**src/source/synth_params.svh**
```systemverilog
`ifndef SYNTH_PARAMS_SVH
`define SYNTH_PARAMS_SVH

// fixed-point scale: 2^15 per radian

// datapath widths
`define ANGLE_W       18            // angles and cordic coordinates
`define SAMPLE_W      16            // audio sample

// angle constants
`define PI2           18'hC910      // pi/2
`define AG_CONST      18'h4DBA      // 1/K, about 0.6073

// cordic iteration count
`define CORDIC_STEPS  16            // last iteration index, 17 iterations

// sample rate divider
// one tick every SAMPLE_DIV clocks, must exceed the 21 cycle
// tick to strobe latency of the voice
`define SAMPLE_DIV    32

`endif

```
**src/source/angle_pkg.sv**
```systemverilog
`include "synth_params.svh"

package angle_pkg;

    // signed fixed point, 2^15 per radian
    // also used for the cordic x/y coordinates
    typedef logic signed [`ANGLE_W-1:0] angle_t;

    // cordic sequencer states
    typedef enum logic [1:0] {
        S0      = 2'h0,    // idle after reset
        INIT    = 2'h1,    // load x/y/angle seeds
        COMPUTE = 2'h2,    // shift-and-add iterations
        DONE    = 2'h3     // result valid, waits for next update
    } cordic_state_t;

    // voice configuration from outside
    typedef struct packed {
        logic   enable;    // run the sample timer
        angle_t step;      // phase increment per sample, below pi
    } tone_config_t;

endpackage

```
**src/source/audio_pkg.sv**
```systemverilog
`include "synth_params.svh"

package audio_pkg;

    // signed pcm sample
    typedef logic signed [`SAMPLE_W-1:0] sample_t;

    // sample output towards the consumer
    typedef struct packed {
        logic    strobe;   // one cycle per new sample
        sample_t value;    // holds last sample between strobes
    } sample_out_t;

endpackage

```
**src/source/cordic_sin.sv**
```systemverilog
`timescale 1ns/1ps
`include "synth_params.svh"

module cordic_sin (
    input  logic               clk,
    input  logic               reset,
    input  logic               update,
    input  angle_pkg::angle_t  angle,
    output audio_pkg::sample_t result,
    output logic               ready
);

    // quadrant bounds, compared unsigned on the raw angle bits
    localparam logic [`ANGLE_W-1:0] Q1 = `PI2;
    localparam logic [`ANGLE_W-1:0] Q2 = 2 * `PI2;
    localparam logic [`ANGLE_W-1:0] Q3 = 3 * `PI2;
    localparam logic [`ANGLE_W-1:0] Q4 = 4 * `PI2;     // 2pi

    // input range is 0 .. 3pi, pull anything above 2pi back by one turn
    function automatic logic [`ANGLE_W-1:0] wrap_2pi(input logic [`ANGLE_W-1:0] a);
        return (a > Q4) ? a - Q4 : a;
    endfunction

    // 0..3 for the quadrant the angle lies in
    function automatic logic [1:0] quadrant(input logic [`ANGLE_W-1:0] a);
        logic [`ANGLE_W-1:0] m;
        m = wrap_2pi(a);
        if (m > Q3) begin
            return 2'd3;
        end else if (m > Q2) begin
            return 2'd2;
        end else if (m > Q1) begin
            return 2'd1;
        end
        return 2'd0;
    endfunction

    // first-quadrant angle with |sin(a)| == sin(result)
    function automatic angle_pkg::angle_t angle_adj(input logic [`ANGLE_W-1:0] a);
        logic [`ANGLE_W-1:0] m;
        logic [`ANGLE_W-1:0] f;
        m = wrap_2pi(a);
        if (m > Q3) begin
            f = Q4 - m;                          // mirror about 2pi
        end else if (m > Q2) begin
            f = m - Q2;                          // shift down by pi
        end else if (m > Q1) begin
            f = Q2 - m;                          // mirror about pi
        end else begin
            f = m;
        end
        return angle_pkg::angle_t'(f);
    endfunction

    // atan(2^-i) in the angle scale
    function automatic angle_pkg::angle_t atan_entry(input logic [4:0] i);
        case (i)
            5'h00:   return 18'h06487;
            5'h01:   return 18'h03B58;
            5'h02:   return 18'h01F5B;
            5'h03:   return 18'h00FEA;
            5'h04:   return 18'h007FD;
            5'h05:   return 18'h003FF;
            5'h06:   return 18'h001FF;
            5'h07:   return 18'h000FF;
            5'h08:   return 18'h0007F;
            5'h09:   return 18'h0003F;
            5'h0A:   return 18'h0001F;
            5'h0B:   return 18'h0000F;
            5'h0C:   return 18'h00007;
            5'h0D:   return 18'h00003;
            5'h0E:   return 18'h00001;
            5'h0F:   return 18'h00000;           // below resolution from here on
            5'h10:   return 18'h00000;
            default: return 18'h00000;
        endcase
    endfunction

    angle_pkg::cordic_state_t state, state_next;
    logic [4:0]               ctr, ctr_next;              // iteration index

    angle_pkg::angle_t x, x_next;                         // cos track, scaled by 1/K
    angle_pkg::angle_t y, y_next;                         // sin track
    angle_pkg::angle_t cur_angle, cur_next;               // angle rotated so far
    angle_pkg::angle_t target;                            // folded input angle
    angle_pkg::angle_t y_half;                            // signed, halved y
    logic [1:0]        quad;

    always_ff @(posedge clk) begin
        if (reset) begin
            state <= angle_pkg::S0;
            ctr   <= '0;
        end else begin
            state <= state_next;
            ctr   <= ctr_next;
        end
    end

    // rotation datapath registers
    always_ff @(posedge clk) begin
        x         <= x_next;
        y         <= y_next;
        cur_angle <= cur_next;
    end

    always_comb begin
        target     = angle_adj(angle);                    // angle held stable by the accumulator
        quad       = quadrant(angle);
        state_next = state;
        ctr_next   = ctr;
        x_next     = x;
        y_next     = y;
        cur_next   = cur_angle;
        y_half     = '0;
        result     = '0;
        ready      = 1'b0;
        case (state)
            angle_pkg::S0: begin
                ctr_next = '0;
                if (update) begin
                    state_next = angle_pkg::INIT;
                end
            end
            angle_pkg::INIT: begin
                x_next     = `AG_CONST;                   // gain pre-compensated start vector
                y_next     = '0;
                cur_next   = '0;
                ctr_next   = '0;
                state_next = angle_pkg::COMPUTE;
            end
            angle_pkg::COMPUTE: begin
                if (target > cur_angle) begin             // rotate counter-clockwise
                    x_next   = x - (y >>> ctr);
                    y_next   = y + (x >>> ctr);
                    cur_next = cur_angle + atan_entry(ctr);
                end else begin                            // rotate clockwise
                    x_next   = x + (y >>> ctr);
                    y_next   = y - (x >>> ctr);
                    cur_next = cur_angle - atan_entry(ctr);
                end
                ctr_next = ctr + 5'd1;
                if (ctr >= 5'(`CORDIC_STEPS)) begin       // 17th iteration just ran
                    state_next = angle_pkg::DONE;
                end
            end
            angle_pkg::DONE: begin
                // lower half-plane for quadrants 2 and 3
                y_half = (quad < 2'd2) ? (y >>> 1) : ((-y) >>> 1);
                result = audio_pkg::sample_t'(y_half[`SAMPLE_W-1:0]);
                ready  = 1'b1;
                if (update) begin
                    state_next = angle_pkg::INIT;
                end
            end
            default: begin
                state_next = angle_pkg::S0;
            end
        endcase
    end

endmodule

```
**src/source/phase_accumulator.sv**
```systemverilog
`timescale 1ns/1ps
`include "synth_params.svh"

module phase_accumulator (
    input  logic              clk,
    input  logic              reset,
    input  logic              tick,
    input  angle_pkg::angle_t step,
    output angle_pkg::angle_t angle
);

    localparam logic [`ANGLE_W:0] TWO_PI = 4 * `PI2;  // same bound as the cordic fold

    logic [`ANGLE_W-1:0] phase;      // wrapped phase, 0 .. 2pi
    logic [`ANGLE_W:0]   sum;        // one spare bit, sum reaches just under 3pi
    logic [`ANGLE_W:0]   wrapped;    // next stored phase
    logic [`ANGLE_W-1:0] presented;  // angle handed to the cordic

    always_comb begin
        sum     = {1'b0, phase} + {1'b0, step};            // step is always positive
        wrapped = (sum > TWO_PI) ? sum - TWO_PI : sum;     // fold back into 0 .. 2pi

        // sums that still fit 18 bits go out unwrapped so the cordic
        // sees angles above 2pi; larger ones would alias, the wrapped
        // value lands in the same quadrant with the same sine
        if (sum[`ANGLE_W]) begin
            presented = wrapped[`ANGLE_W-1:0];
        end else begin
            presented = sum[`ANGLE_W-1:0];
        end
    end

    always_ff @(posedge clk) begin
        if (reset) begin
            phase <= '0;
            angle <= '0;
        end else if (tick) begin
            phase <= wrapped[`ANGLE_W-1:0];               // at most 2pi, fits
            angle <= angle_pkg::angle_t'(presented);      // stable until next tick
        end
    end

endmodule

```
**src/source/sine_voice_top.sv**
```systemverilog
`timescale 1ns/1ps

module sine_voice_top (
    input  logic                     clk,
    input  logic                     reset,
    input  angle_pkg::tone_config_t  cfg,
    output audio_pkg::sample_out_t   sample
);

    logic               tick;       // sample timer pulse
    logic               update;     // start cordic, one cycle after tick
    logic               ready;      // cordic result valid
    angle_pkg::angle_t  angle;      // phase for the current sample
    audio_pkg::sample_t result;     // raw cordic sine

    voice_control voice_control0 (
        .clk    (clk),
        .reset  (reset),
        .enable (cfg.enable),
        .ready  (ready),
        .result (result),
        .tick   (tick),
        .update (update),
        .sample (sample)
    );

    phase_accumulator phase_accumulator0 (
        .clk   (clk),
        .reset (reset),
        .tick  (tick),
        .step  (cfg.step),
        .angle (angle)
    );

    cordic_sin cordic_sin0 (
        .clk    (clk),
        .reset  (reset),
        .update (update),
        .angle  (angle),
        .result (result),
        .ready  (ready)
    );

endmodule

```
**src/source/voice_control.sv**
```systemverilog
`timescale 1ns/1ps
`include "synth_params.svh"

module voice_control (
    input  logic                   clk,
    input  logic                   reset,
    input  logic                   enable,
    input  logic                   ready,
    input  audio_pkg::sample_t     result,
    output logic                   tick,
    output logic                   update,
    output audio_pkg::sample_out_t sample
);

    localparam int DIV_W = $clog2(`SAMPLE_DIV);           // counter holds 0 .. SAMPLE_DIV-1

    logic [DIV_W-1:0] div_cnt;                            // sample timer
    logic             ready_d;                            // ready one cycle late
    logic             ready_rise;                         // cordic just reached DONE

    // last cycle of each period, never while disabled
    assign tick       = enable && (div_cnt == DIV_W'(`SAMPLE_DIV - 1));
    assign ready_rise = ready && !ready_d;

    // sample timer
    always_ff @(posedge clk) begin
        if (reset) begin
            div_cnt <= '0;
        end else if (!enable) begin
            div_cnt <= '0;                                // restart a full period on enable
        end else if (tick) begin
            div_cnt <= '0;
        end else begin
            div_cnt <= div_cnt + 1'b1;
        end
    end

    // update trails tick so the accumulator has already loaded the angle
    always_ff @(posedge clk) begin
        if (reset) begin
            update  <= 1'b0;
            ready_d <= 1'b0;
        end else begin
            update  <= tick;
            ready_d <= ready;
        end
    end

    // output sample register, value holds between strobes
    always_ff @(posedge clk) begin
        if (reset) begin
            sample <= '0;
        end else begin
            sample.strobe <= ready_rise;                  // one cycle wide
            if (ready_rise) begin
                sample.value <= result;                   // result valid while ready
            end
        end
    end

endmodule

```
**config.mk**
```make
export PLATFORM = sky130hd
export DESIGN_NAME = sine_voice_top
export DESIGN_NICKNAME = d
export VERILOG_FILES = /design/src/source/angle_pkg.sv /design/src/source/audio_pkg.sv /design/src/source/cordic_sin.sv /design/src/source/phase_accumulator.sv /design/src/source/sine_voice_top.sv /design/src/source/voice_control.sv
export VERILOG_INCLUDE_DIRS = /design/src /design/src/source
export SDC_FILE = /design/constraint.sdc
export NUM_CORES = 1
export LEC_CHECK = 0
export ABC_AREA = 1
export BUFFER_PORTS_ARGS = -buffer_cell sky130_fd_sc_hd__buf_2
export CORE_MARGIN = 2
export CORE_UTILIZATION = 28
export CTS_CLUSTER_DIAMETER = 80
export CTS_CLUSTER_SIZE = 40
export DETAILED_ROUTE_END_ITERATION = 16
export SLEW_MARGIN = 20
export SYNTH_ARGS = -nofsm -noshare
export SYNTH_HDL_FRONTEND = slang
export SYNTH_SLANG_ARGS = --single-unit
export TNS_END_PERCENT = 1
```
**constraint.sdc**
```tcl
create_clock -name clk -period 6.7 [get_ports clk]
set_input_delay 1.34 -clock clk [delete_from_list [all_inputs] [get_ports clk]]
set_output_delay 1.34 -clock clk [all_outputs]
set_load 0.01 [all_outputs]
```
# == Word-level counts from Yosys, hierarchy flattened ==
# Memories as Yosys holds them, arrays and structs flattened. A register that Yosys moved wholly into a read port is not among the register bits.
# Index checks and enable logic that the tools add are counted.
# word_totals
register_bits,121
rom_bits,960
input_bits,21
out_inout_bits,17
elab_cells,90
mem_count,2
# mem_list
name,depth,word_bits,read_ports,rd_ports_with_merged_regs,write_ports,line,source
(name not given),32,15,1,1,0,cordic_sin.sv:57,case (i)
(name not given),32,15,1,1,0,cordic_sin.sv:57,
# classes
add_sub_neg,15
order_cmp,8
eq_ne,6
shifts,2
muxes,34
n_bitwise,1
n_reduce_logical,10
# ops
op,count
$mux 18,13
$pmux 18 s2,3
$add 18x18->18,3
$sub 18x18->18,3
$gt 18x18->1 const B,2
$sshr 18x5->18,2
$sub 18x18->18 const B,2
$mux 16,2
$mux 5,4
$add 18x18->19,1
$gt 19x18->1 const B,1
$gt 18x16->1 const B,1
$gt 18x17->1 const B,1
$gt 18x18->1,1
$sub 17x18->18 const A,1
$sub 18x17->18 const B,1
$sub 18x18->18 const A,1
$neg 17->17,1
$mux 2,6
$add 5x1->5 const B,2
$pmux 5 s2,1
$pmux 2 s3,1
$eq 5x5->1 const B,1
$ge 5x5->1 const B,1
13 further kinds,21

# == Depth between registers and ports, before layout ==
# Gate-level depths: netlist (run 1).
# depth
depth_word,12
ltp_mapped,52
mapped_depth_nobuf,48

# == Hierarchy ==
# From an unflattened synthesis (run 1), not the netlist that was laid out.
# unflattened
cells_unflattened,2443
hier_area_um2,15030.7
# modules_own_cells
mod,n_inst,cells_each,area_each_um2,seq_area_each_um2
cordic_sin,1,1812,11014.3,2062.0
phase_accumulator,1,527,3151.8,600.6
voice_control,1,104,864.6,480.5

# == Worst setup path after synthesis (run 1) ==
# OpenSTA, ideal clock, no wires.
# synth_timing
kind,reg2reg
from,reg phase_accumulator0.angle[6]
to,"reg cordic_sin0.x[12], data pin"
setup_time_ns,0.253
arrival_time_ns,6.025
required_time_ns,6.447
path_slack_ns,0.422
stages_incl_launch_ff,44
path_buffers,4
synth_period_minus_slack_ns,6.278
cell_sequence,dfxtp_1 > inv_1 > ha_1 > nand2_2 > nand2_2 > nand3_2 > nand3_2 > buf_6 > nand2_1 > nand2_2 > inv_2 > ha_1 > and3_1 > nand2_2 > nand2_4 > buf_2 > o21ai_0 > a21oi_1 > (+8 left out) > clkinv_1 > clkbuf_1 > nor2_1 > xnor2_1 > ha_1 > nand3_1 > nand2_1 > a21oi_1 > o21ai_0 > a21oi_1 > o21bai_1 > nand2_1 > nand2_1 > a21oi_1 > o21ai_0 > nand2_1 > nand2_1 > nor2_1
# synth_between
elab_chain_len,9
word_cells_on_any_way,15
cone_classes,add/sub (4); order compare (5); mux (6)
# synth_lines
item,line,source
from (decl),phase_accumulator.sv:9,output angle_pkg::angle_t angle
from (signal assigned),phase_accumulator.sv:39,angle <= angle_pkg::angle_t'(presented);
$sub 18x18->18 / $gt 18x18->1 (equally long branches),cordic_sin.sv:21,return (a > Q4) ? a - Q4 : a;
$mux 18 *,cordic_sin.sv:21,
$sub 17x18->18 / $gt 18x16->1 (equally long branches),"cordic_sin.sv:48, cordic_sin.sv:47",
$mux 18,cordic_sin.sv:47,end else if (m > Q1) begin
$mux 18,cordic_sin.sv:45,end else if (m > Q2) begin
$mux 18 *,cordic_sin.sv:43,if (m > Q3) begin
$gt 18x18->1 *,cordic_sin.sv:132,if (target > cur_angle) begin
$mux 18 *,cordic_sin.sv:132,
$pmux 18 s2 *,cordic_sin.sv:117,case (state)
to (signal assigned),cordic_sin.sv:101,x <= x_next;
to (decl),cordic_sin.sv:82,"angle_pkg::angle_t x, x_next;"
# Every way passes the cells marked *; elsewhere a longest branch is shown, timed or not.
# A chain may end at the register's enable or synchronous reset.

# == Worst setup path in the final report (run 1) ==
# layout_timing
from,reg phase_accumulator0.angle[7]
to,"reg cordic_sin0.y[16], data pin"
# layout_between
elab_chain_len,9
word_cells_on_any_way,15
cone_classes,add/sub (4); order compare (5); mux (6)
# layout_lines
item,line,source
$sub 18x18->18 / $gt 18x18->1 (equally long branches),cordic_sin.sv:21,
$mux 18 *,cordic_sin.sv:21,
$sub 17x18->18 / $gt 18x16->1 (equally long branches),"cordic_sin.sv:48, cordic_sin.sv:47",
$mux 18,cordic_sin.sv:47,
$mux 18,cordic_sin.sv:45,
$mux 18 *,cordic_sin.sv:43,
$gt 18x18->1 *,cordic_sin.sv:132,
$mux 18 *,cordic_sin.sv:132,
$pmux 18 s2 *,cordic_sin.sv:117,
to (signal assigned),cordic_sin.sv:102,y <= y_next;
to (decl),cordic_sin.sv:83,"angle_pkg::angle_t y, y_next;"
# Marked as above.

==> results of run 1 <==
## area by class of cell
| cell class | instances | area [um^2] | area share |
|---|---|---|---|
| Inverter | 281 | 1064 | 0.06563 |
| Multi-Input combinational cell | 1755 | 9716 | 0.5996 |
| Timing Repair Buffer | 117 | 830.8 | 0.05127 |
| Antenna cell | 1 | 2.502 | 0.0001544 |
| Clock buffer | 23 | 521.8 | 0.03220 |
| Sequential cell | 130 | 3151 | 0.1944 |
| Clock inverter | 9 | 88.84 | 0.005482 |
| Tap cell | 664 | 830.8 | 0.05127 |
## metal layers
| layer | vias up | track usage | share of wire |
|---|---|---|---|
| li1 | 7533 | - | - |
| met1 | 6798 | 0.2250 | 0.47 |
| met2 | 345 | 0.2846 | 0.47 |
| met3 | 41 | 0.02323 | 0.042 |
| met4 | 0 | 0.04428 | 0.015 |
| met5 | - | 0 | 0 |
## worst paths after layout
kind	start	to	depth (start not counted)	slack, ps
worst max-delay path	phase_accumulator0.angle[7]	cordic_sin0.y[16]	43	380
worst min-delay path	voice_control0.div_cnt[0]	voice_control0.div_cnt[0]	1	450
worst max register to register	phase_accumulator0.angle[7]	cordic_sin0.y[16]	43	380
worst min register to register	voice_control0.div_cnt[0]	voice_control0.div_cnt[0]	1	450
## cells by family after synthesis
kind of cell	synth area share
AND/OR/NAND/NOR	0.3100
AO/OA/AOI/OAI	0.2024
XOR/XNOR	0.04953
flip-flops	0.2250
adder cells (fa/ha/maj)	0.1052
multiplexers	0.007882
buffers and inverters	0.1000
## power by group through the flow
stage / Sequential, mW / Clock (mW) / Combinational [mW]
finish: 1.39 / 0.981 / 5.08
global route: 1.42 / 1.03 / 5.76
CTS: 1.39 / 0.999 / 4.79
detailed placement: 1.40 / 0 / 4.75
global placement: 1.40 / 0 / 4.70
floorplan: 1.32 / 0 / 3.62
## synth_stat cells (14+ instances only)
cell,count,area share
o211ai_1,17,0.0091
edfxtp_1,54,0.12
o21a_1,15,0.0081
o21ai_1,14,0.0050
a31oi_1,16,0.0072
or2_2,14,0.0063
clkbuf_1,37,0.0099
nor3_1,33,0.012
nand2_2,26,0.012
nand3_1,126,0.045
dfxtp_1,76,0.11
o21ai_0,201,0.072
ha_1,111,0.099
inv_1,271,0.073
a21oi_1,220,0.079
nand2_1,577,0.16
nor2_1,202,0.054
xor2_1,56,0.035
xnor2_1,23,0.014
nand4_1,14,0.0063
## what timing repair did
item | CTS | global route
gates resized for setup | 5 | 83
buffers inserted | 0 | 17
pin swaps | 0 | 25
endpoints found under the setup margin | 5 | 35
cloned | 0 | 3
## through the flow
stage                       util  hold WS, ps  total power, mW
after CTS                 0.3212        456.2            7.172
after floorplan                -        417.6            4.942
final                     0.3303        453.6            7.449
after global routing      0.3303        488.1            8.217
after detailed placement  0.3083        442.7            6.151
after global placement    0.3083        432.7            6.100
==> results_dict.tcl, run 1 <==
set metrics [dict create \
    fillerInstances 5363 \
    setup_viol 0 \
    fin_crit_ps 6317 \
    final_common_cell "nand2_1" \
    cts_sinks 130 \
    period_share 0.9428 \
    fmax_ghz 0.1583 \
    endpoint_kind "register" \
    insertion_delay_ps 440 \
    pre_cts_slack_ps -45.76 \
    fin_ws_ps 383.4 \
    ys_types 52 \
    die_w_um 227.4 \
    grt_pass1_vias 13757 \
    sw_frac_of_total 0.5182 \
    post_synth.cell_area_avg_um2 6.262 \
    vias 14717 \
    hold_viol 0 \
    clockBufferDepth 2 \
    vias_per_cell 4.939 \
    grtUsageTotal 0.1686 \
    final_area_mm2 0.01620 \
    p_switching_mw 3.860 \
    grt_max_degree 40 \
    timing.slew.headroom 0.3279 \
    synth_edf_count 54 \
    clkSlewWorstSetupHoldPaths_ps 70 \
    ys_async_sr_fraction 0 \
    power_density_mw_per_mm2 459.7 \
    die-area_mm2 0.05169 \
    worstSetupPathType "register to register" \
    gp_congestion 0.9339 \
    intPower_mw 3.589 \
    worst_pin_slew_ps 1004 \
    worst_path_largest_cell_delay_ps 370 \
    crit_family "compound AO/OA/AOI/OAI gates" \
    mostFrequentLayoutCells "570 x nand2_1, 268 x inv_1, 209 x a21oi_1" \
    drt-total-wl_um 43710 \
    grt_pass1_wl_um 69920 \
    syn-cell-area_mm2 0.01397 \
    status "finished clean" \
    drc 0 \
    crit_buf_inv 9 \
    postCtsHoldBufs 0 \
    hold_class "register to register" \
    cts-root-buf "clkbuf_16" \
    post_drt_wl_per_cell_um 14.67 \
    drv_cap 0 \
    cp_slowest_cell "ha_1" \
    row_count 81 \
    combPwrFrac 0.682 \
    placed_cell_area_mm2 0.01512 \
    detail-route-antenna-nets 0 \
    initial_utilization 0.2848 \
    io_buffers 37 \
    rsz0062_at_grt "yes" \
    ys_seq_elements 130 \
    syn-num-nets 2367 \
    cp.required_ps 6890 \
    cts_htree_levels 4 \
    cpMostUsedCell "a21oi_1" \
    cts-buffers-inserted 17 \
    cp.arrival_ps 6500 \
    max-vdd-ir-drop_uv 274.0 \
    start_kind "register" \
    yosysSeqAreaShare 0.2250 \
    yosys_most_used_dff "dfxtp_1" \
    p_seq_frac 0.186 \
    ys_warn_count 0 \
    power_leakage_nw 7.823 \
    drt_iter0_drc 1075 \
    drt_first_pass_iters 5 \
    postSynthCellCount 2231 \
    dpl.hpwl_um 33640 \
    core_mm2 0.04905 \
    post-place-cells 2927 \
    cp_max_fo 9 \
    power_frac_clock 0.132 \
    die_y_um 227.4 \
    overflow 0 \
    final_nets 2438 \
    slew_violations 0 \
    drive_gt1_frac 0.1166 \
    skew_ps 10.08 \
    io-pin-count 38 \
    cts_tree "built" \
    area_delta_synth_final_pct 16.00 \
    fin_cells 2980 \
    antenna_found_initial 2 \
    fin_tns_setup_ps 0 \
]
(Power assumes the default switching activity.)
==> inputs of run 2 (changes only) <==
- REMOVE_ABC_BUFFERS: unset -> 1
==> run 2 against run 1 <==
Net effect: clock skew rose by 2.1 ps; worst hold slack improved by 5.8 ps; critical path type unchanged; fmax rose by 0.18%; critical endpoint is now cordic_sin0.y[14].
==> results_dict.tcl, run 2 (synthesis gave the netlist of run 1 again) <==
set metrics [dict create \
    drv_cap 0 \
    cts_htree_levels 4 \
    worst_pin_slew_ps 909.0 \
    fin_tns_setup_ps 0 \
    cts-buffers-inserted 17 \
    cts_tree "built" \
    die-area_mm2 0.05169 \
    vias_per_cell 4.984 \
    rsz0062_at_grt "yes" \
    rrSetupSlack_ps 390 \
    postCtsHoldBufs 0 \
    max-vdd-ir-drop_uv 421.3 \
    cts-root-buf "clkbuf_16" \
    core_mm2 0.04905 \
    io_buffers 37 \
    io-pin-count 38 \
    initial_utilization 0.2848 \
    hold_class "register to register" \
    cpMostUsedCell "nand2_1" \
    setup_viol 0 \
    grtUsageTotal 0.1779 \
    skew_ps 12.16 \
    fin_crit_ps 6305 \
    power_density_mw_per_mm2 490.0 \
    cp_max_fo 8 \
    timing.slew.headroom 0.3933 \
    clkSlewWorstSetupHoldPaths_ps 70 \
    power_frac_clock 0.120 \
    drt_first_pass_iters 5 \
    die_w_um 227.4 \
    endpoint_kind "register" \
    r2r_start "phase_accumulator0.angle[6]" \
    mostFrequentLayoutCells "574 x nand2_1, 270 x inv_1, 207 x a21oi_1" \
    final_area_mm2 0.01662 \
    insertion_delay_ps 470 \
    slew_violations 0 \
    gp_congestion 0.9346 \
    cts_sinks 130 \
    p_switching_mw 4.148 \
    fillerInstances 5410 \
    power_leakage_nw 8.094 \
    grt_pass1_wl_um 73470 \
    detail-route-antenna-nets 0 \
    period_share 0.9410 \
    fmax_ghz 0.1586 \
    combPwrFrac 0.707 \
    start_kind "register" \
    power.total_mw 8.144 \
    hp-start "voice_control0.div_cnt[0]" \
    worstSetupPathType "register to register" \
    drt-total-wl_um 45790 \
    final_nets 2494 \
    sw_frac_of_total 0.5094 \
    cp.required_ps 6910 \
    drive_gt1_frac 0.1371 \
    crit_family "simple AND/OR/NAND/NOR gates" \
    dpl.hpwl_um 35200 \
    die_y_um 227.4 \
    grt_max_degree 57 \
    status "finished clean" \
    final_common_cell "nand2_1" \
    row_count 81 \
    cp_slowest_cell "ha_1" \
    area_delta_synth_final_pct 18.96 \
    post_drt_wl_per_cell_um 15.08 \
    clockBufferDepth 2 \
    grt_pass1_vias 14320 \
    vias 15132 \
    crit_start "phase_accumulator0.angle[6]" \
    hold_viol 0 \
    drt_iter0_drc 1119 \
    worst_path_largest_cell_delay_ps 370 \
    placed_cell_area_mm2 0.01558 \
    overflow 0 \
    cp.arrival_ps 6520 \
    drc 0 \
    intPower_mw 3.995 \
    antenna_found_initial 0 \
    crit_buf_inv 8 \
    p_seq_frac 0.173 \
]
-- run 2: cell types whose count changed in the layout (fill, tap and decap cells not counted), moves of 4 or more --
cell and delta:
nand2_1 +4, nor2_4 +4, dfxtp_2 -4, buf_6 -4, inv_6 +4, buf_4 +57, dfxtp_1 +4
-- run 2: area by class of cell --
class / count / area, um^2 / area share
Multi-Input combinational cell: 1756 / 9747 / 0.5865
Sequential cell: 130 / 3146 / 0.1893
Timing Repair Buffer: 172 / 1254 / 0.07544
Inverter: 281 / 1057 / 0.06362
Tap cell: 664 / 830.8 / 0.04999
Clock buffer: 18 / 439.2 / 0.02643
Clock inverter: 14 / 142.6 / 0.008583
Antenna cell: 1 / 2.502 / 0.0001506
-- run 2: what timing repair did --
action | 4_1_cts | 5_1_grt
pin swaps | 0 | 24
gates resized for setup | 7 | 71
setup buffers | 0 | 13
endpoints found under the setup margin | 6 | 38
gates cloned | 0 | 4
-- run 2: metrics by stage --
| stage | setup slack, ps | utilization | hold slack [ps] | std cells |
|---|---|---|---|---|
| 4_1_cts | -8.535 | 0.3299 | 458.1 | 3018 |
| 2_1_floorplan | -207.0 | - | 417.6 | 2164 |
| 3_5_place_dp | -148.7 | 0.3176 | 446.6 | 2986 |
| 3_3_place_gp | -123.3 | 0.3176 | 430.0 | 2986 |
| 6_report | 395.0 | 0.3388 | 459.3 | 3036 |
| 5_1_grt | -124.7 | 0.3387 | 476.9 | 3035 |
-- run 2: path summary, 6_finish.rpt --
kind	to	cells after the start
worst min-delay path	voice_control0.div_cnt[0]	1
worst max register to register	cordic_sin0.y[14]	46
worst max-delay path	cordic_sin0.y[14]	46
worst min register to register	voice_control0.div_cnt[0]	1
-- run 2: worst register-to-register path: cells and delay by family (launching register included) --
| family | cells | cell delay (ps) |
|---|---|---|
| DFF | 1 | 340 |
| and+or+nand+nor | 23 | 2510 |
| xor gates and xnor gates | 2 | 280 |
| buffers and inverters | 8 | 800 |
| AOI/OAI and AO/OA | 10 | 1250 |
| adders and majority gates | 3 | 850 |
-- run 2: power by group through the flow --
stage	Combinational, mW	Clock [mW]	Sequential, mW
2_1_floorplan	3.57	0	1.34
3_3_place_gp	5.17	0	1.41
3_5_place_dp	5.25	0	1.42
4_1_cts	5.31	0.999	1.41
5_1_grt	6.45	1.03	1.44
6_report	5.76	0.977	1.41
-- run 2: per-layer routing --
metal / GRT usage / part of all wire
met4: 0.04554 / 0.017
met3: 0.03433 / 0.050
met1: 0.2337 / 0.47
met5: 0 / 0
met2: 0.2979 / 0.47
==> inputs of run 3 (changes only) <==
- CORE_UTILIZATION: 28 -> 59
- PLACE_DENSITY: unset -> 0.79
==> run 3 against run 2 <==
Net effect: wire length is 14% lower; non-clock buffer count is 84 lower; core utilization rose by 33 points; die area decreased by 52%; fmax shrank 0.55%; clock skew up 4.8 ps; clock power shrank 2%; worst hold slack worse by 7.9 ps; critical endpoint is now cordic_sin0.y[16]; largest cell class unchanged; highest routed layer unchanged.
==> results_dict.tcl, run 3 (synthesis gave the netlist of run 1 again) <==
set metrics [dict create \
    grt_pass1_wl_um 64220 \
    r2r_start "phase_accumulator0.phase[1]" \
    gp_congestion 0.9728 \
    power_leakage_nw 7.654 \
    hold_class "register to register" \
    post_drt_wl_per_cell_um 15.19 \
    rrSetupSlack_ps 360 \
    fmax_ghz 0.1577 \
    p_seq_frac 0.185 \
    cts-buffers-inserted 17 \
    final_common_cell "nand2_1" \
    period_share 0.9462 \
    cts-root-buf "clkbuf_16" \
    clockBufferDepth 2 \
    fin_crit_ps 6340 \
    hp-start "voice_control0.div_cnt[0]" \
    multi_input_area_mm2 0.009693 \
    clkSlewWorstSetupHoldPaths_ps 60 \
    drive_gt1_frac 0.09934 \
    cpMostUsedCell "nand2_1" \
    timing.slew.headroom 0.3004 \
    drt_first_pass_iters 7 \
    hold_ws_ps 451.4 \
    pre_cts_slack_ps -48.70 \
    combPwrFrac 0.685 \
    row_count 56 \
    core_mm2 0.02333 \
    start_kind "register" \
    status "finished clean" \
    register_area_mm2 0.003147 \
    die-area_mm2 0.02492 \
    final_util 0.6652 \
    slew_violations 0 \
    detail-route-antenna-nets 0 \
    die_y_um 157.9 \
    cp.required_ps 6870 \
    worst_path_largest_cell_delay_ps 350 \
    io-pin-count 38 \
    drt-total-wl_um 39580 \
    worst_pin_slew_ps 1048 \
    cp_slowest_cell "ha_1" \
    mostFrequentLayoutCells "570 x nand2_1, 267 x inv_1, 213 x a21oi_1" \
    final_nets 2408 \
    grtUsageTotal 0.3150 \
    hold_viol 0 \
    dpl.hpwl_um 29390 \
    skew_ps 16.96 \
    vias_per_cell 5.693 \
    grt_max_degree 62 \
    overflow 0 \
    cts_sinks 130 \
    drc 0 \
    power_density_mw_per_mm2 477.2 \
    insertion_delay_ps 430 \
    rr_endpoint "cordic_sin0.y[16]" \
    setup_viol 0 \
    die_w_um 157.9 \
    sw_frac_of_total 0.5229 \
    fillerInstances 2172 \
    worstSetupPathType "register to register" \
    cts_tree "built" \
    cp_max_fo 19 \
    initial_utilization 0.5987 \
    fin_tns_setup_ps 0 \
    endpoint_kind "register" \
    p_switching_mw 3.873 \
    antenna_found_initial 1 \
    drv_cap 0 \
    io_buffers 37 \
    crit_start "phase_accumulator0.phase[1]" \
    cts_htree_levels 4 \
    vias 14829 \
    power.total_mw 7.406 \
    max-vdd-ir-drop_uv 541.6 \
    worstHoldEndpoint "voice_control0.div_cnt[0]" \
    fin_ws_ps 360.2 \
    worstHoldPathCells 1 \
    area_delta_synth_final_pct 11.10 \
    r2r_cells 40 \
    grt_pass1_vias 13794 \
    drt_iter0_drc 1141 \
    intPower_mw 3.533 \
    power_frac_clock 0.130 \
    cp.arrival_ps 6510 \
]
run 3: power by group through the flow:
stage          combinational, mW  clock, mW  sequential (mW)
2_1_floorplan               3.57          0             1.34
3_3_place_gp                4.60          0             1.38
6_report                    5.08      0.960             1.37
3_5_place_dp                4.69          0             1.38
4_1_cts                     4.75      0.970             1.37
5_1_grt                     5.74      0.997             1.40
run 3: metal layers:
layer | wire [um] | up-vias | track usage
li1 | - | 7475 | -
met1 | 17030 | 6819 | 0.3889
met2 | 19800 | 442 | 0.5660
met3 | 1657 | 93 | 0.03805
met4 | 1093 | 0 | 0.1061
met5 | 0 | - | 0
run 3: cell type report:
| cell class | count | area share |
|---|---|---|
| multi-input cells | 1754 | 0.6246 |
| clock inverters | 13 | 0.009352 |
| inverters | 281 | 0.06845 |
| well taps | 319 | 0.02572 |
| repair buffers | 88 | 0.04112 |
| diodes | 1 | 0.0001612 |
| clock buffers | 19 | 0.02789 |
| flip-flops and latches | 130 | 0.2028 |
run 3: repair_timing:
| item | CTS | global route |
|---|---|---|
| buffers inserted | 0 | 17 |
| cloned | 0 | 2 |
| hold buffers | 0 | 0 |
| pin swaps | 0 | 25 |
| gates resized for setup | 2 | 75 |
| endpoints found under the setup margin | 3 | 38 |
run 3: stage by stage:
| stage | cells | area (um^2) |
|---|---|---|
| 4_1_cts | 2585 | 15050 |
| 5_1_grt | 2605 | 15520 |
| 3_5_place_dp | 2553 | 14470 |
| 6_report | 2605 | 15520 |
| 3_3_place_gp | 2553 | 14470 |
| 2_1_floorplan | 2164 | 13630 |
run 3: worst max path at each step:
| stage | end | slack, ps | cells after the start |
|---|---|---|---|
| 2_1_floorplan | cordic_sin0.x[12] | -210 | 42 |
| 3_3_place_gp | cordic_sin0.y[16] | 90 | 39 |
| 3_5_place_dp | cordic_sin0.y[16] | -50 | 44 |
| 4_1_cts | cordic_sin0.y[16] | 5 | 44 |
| 5_1_grt | cordic_sin0.cur_angle[17] | -120 | 47 |
| 6_report | cordic_sin0.y[16] | 360 | 40 |
run 3: worst max-delay path, delay by kind of cell (launching register included):
family	cells	cell delay [ps]
xor gates and xnor gates	3	410
and+or+nand+nor	16	2080
adders and majority gates	3	690
buffers and inverters	6	790
DFF	1	330
AOI/OAI and AO/OA	12	1760
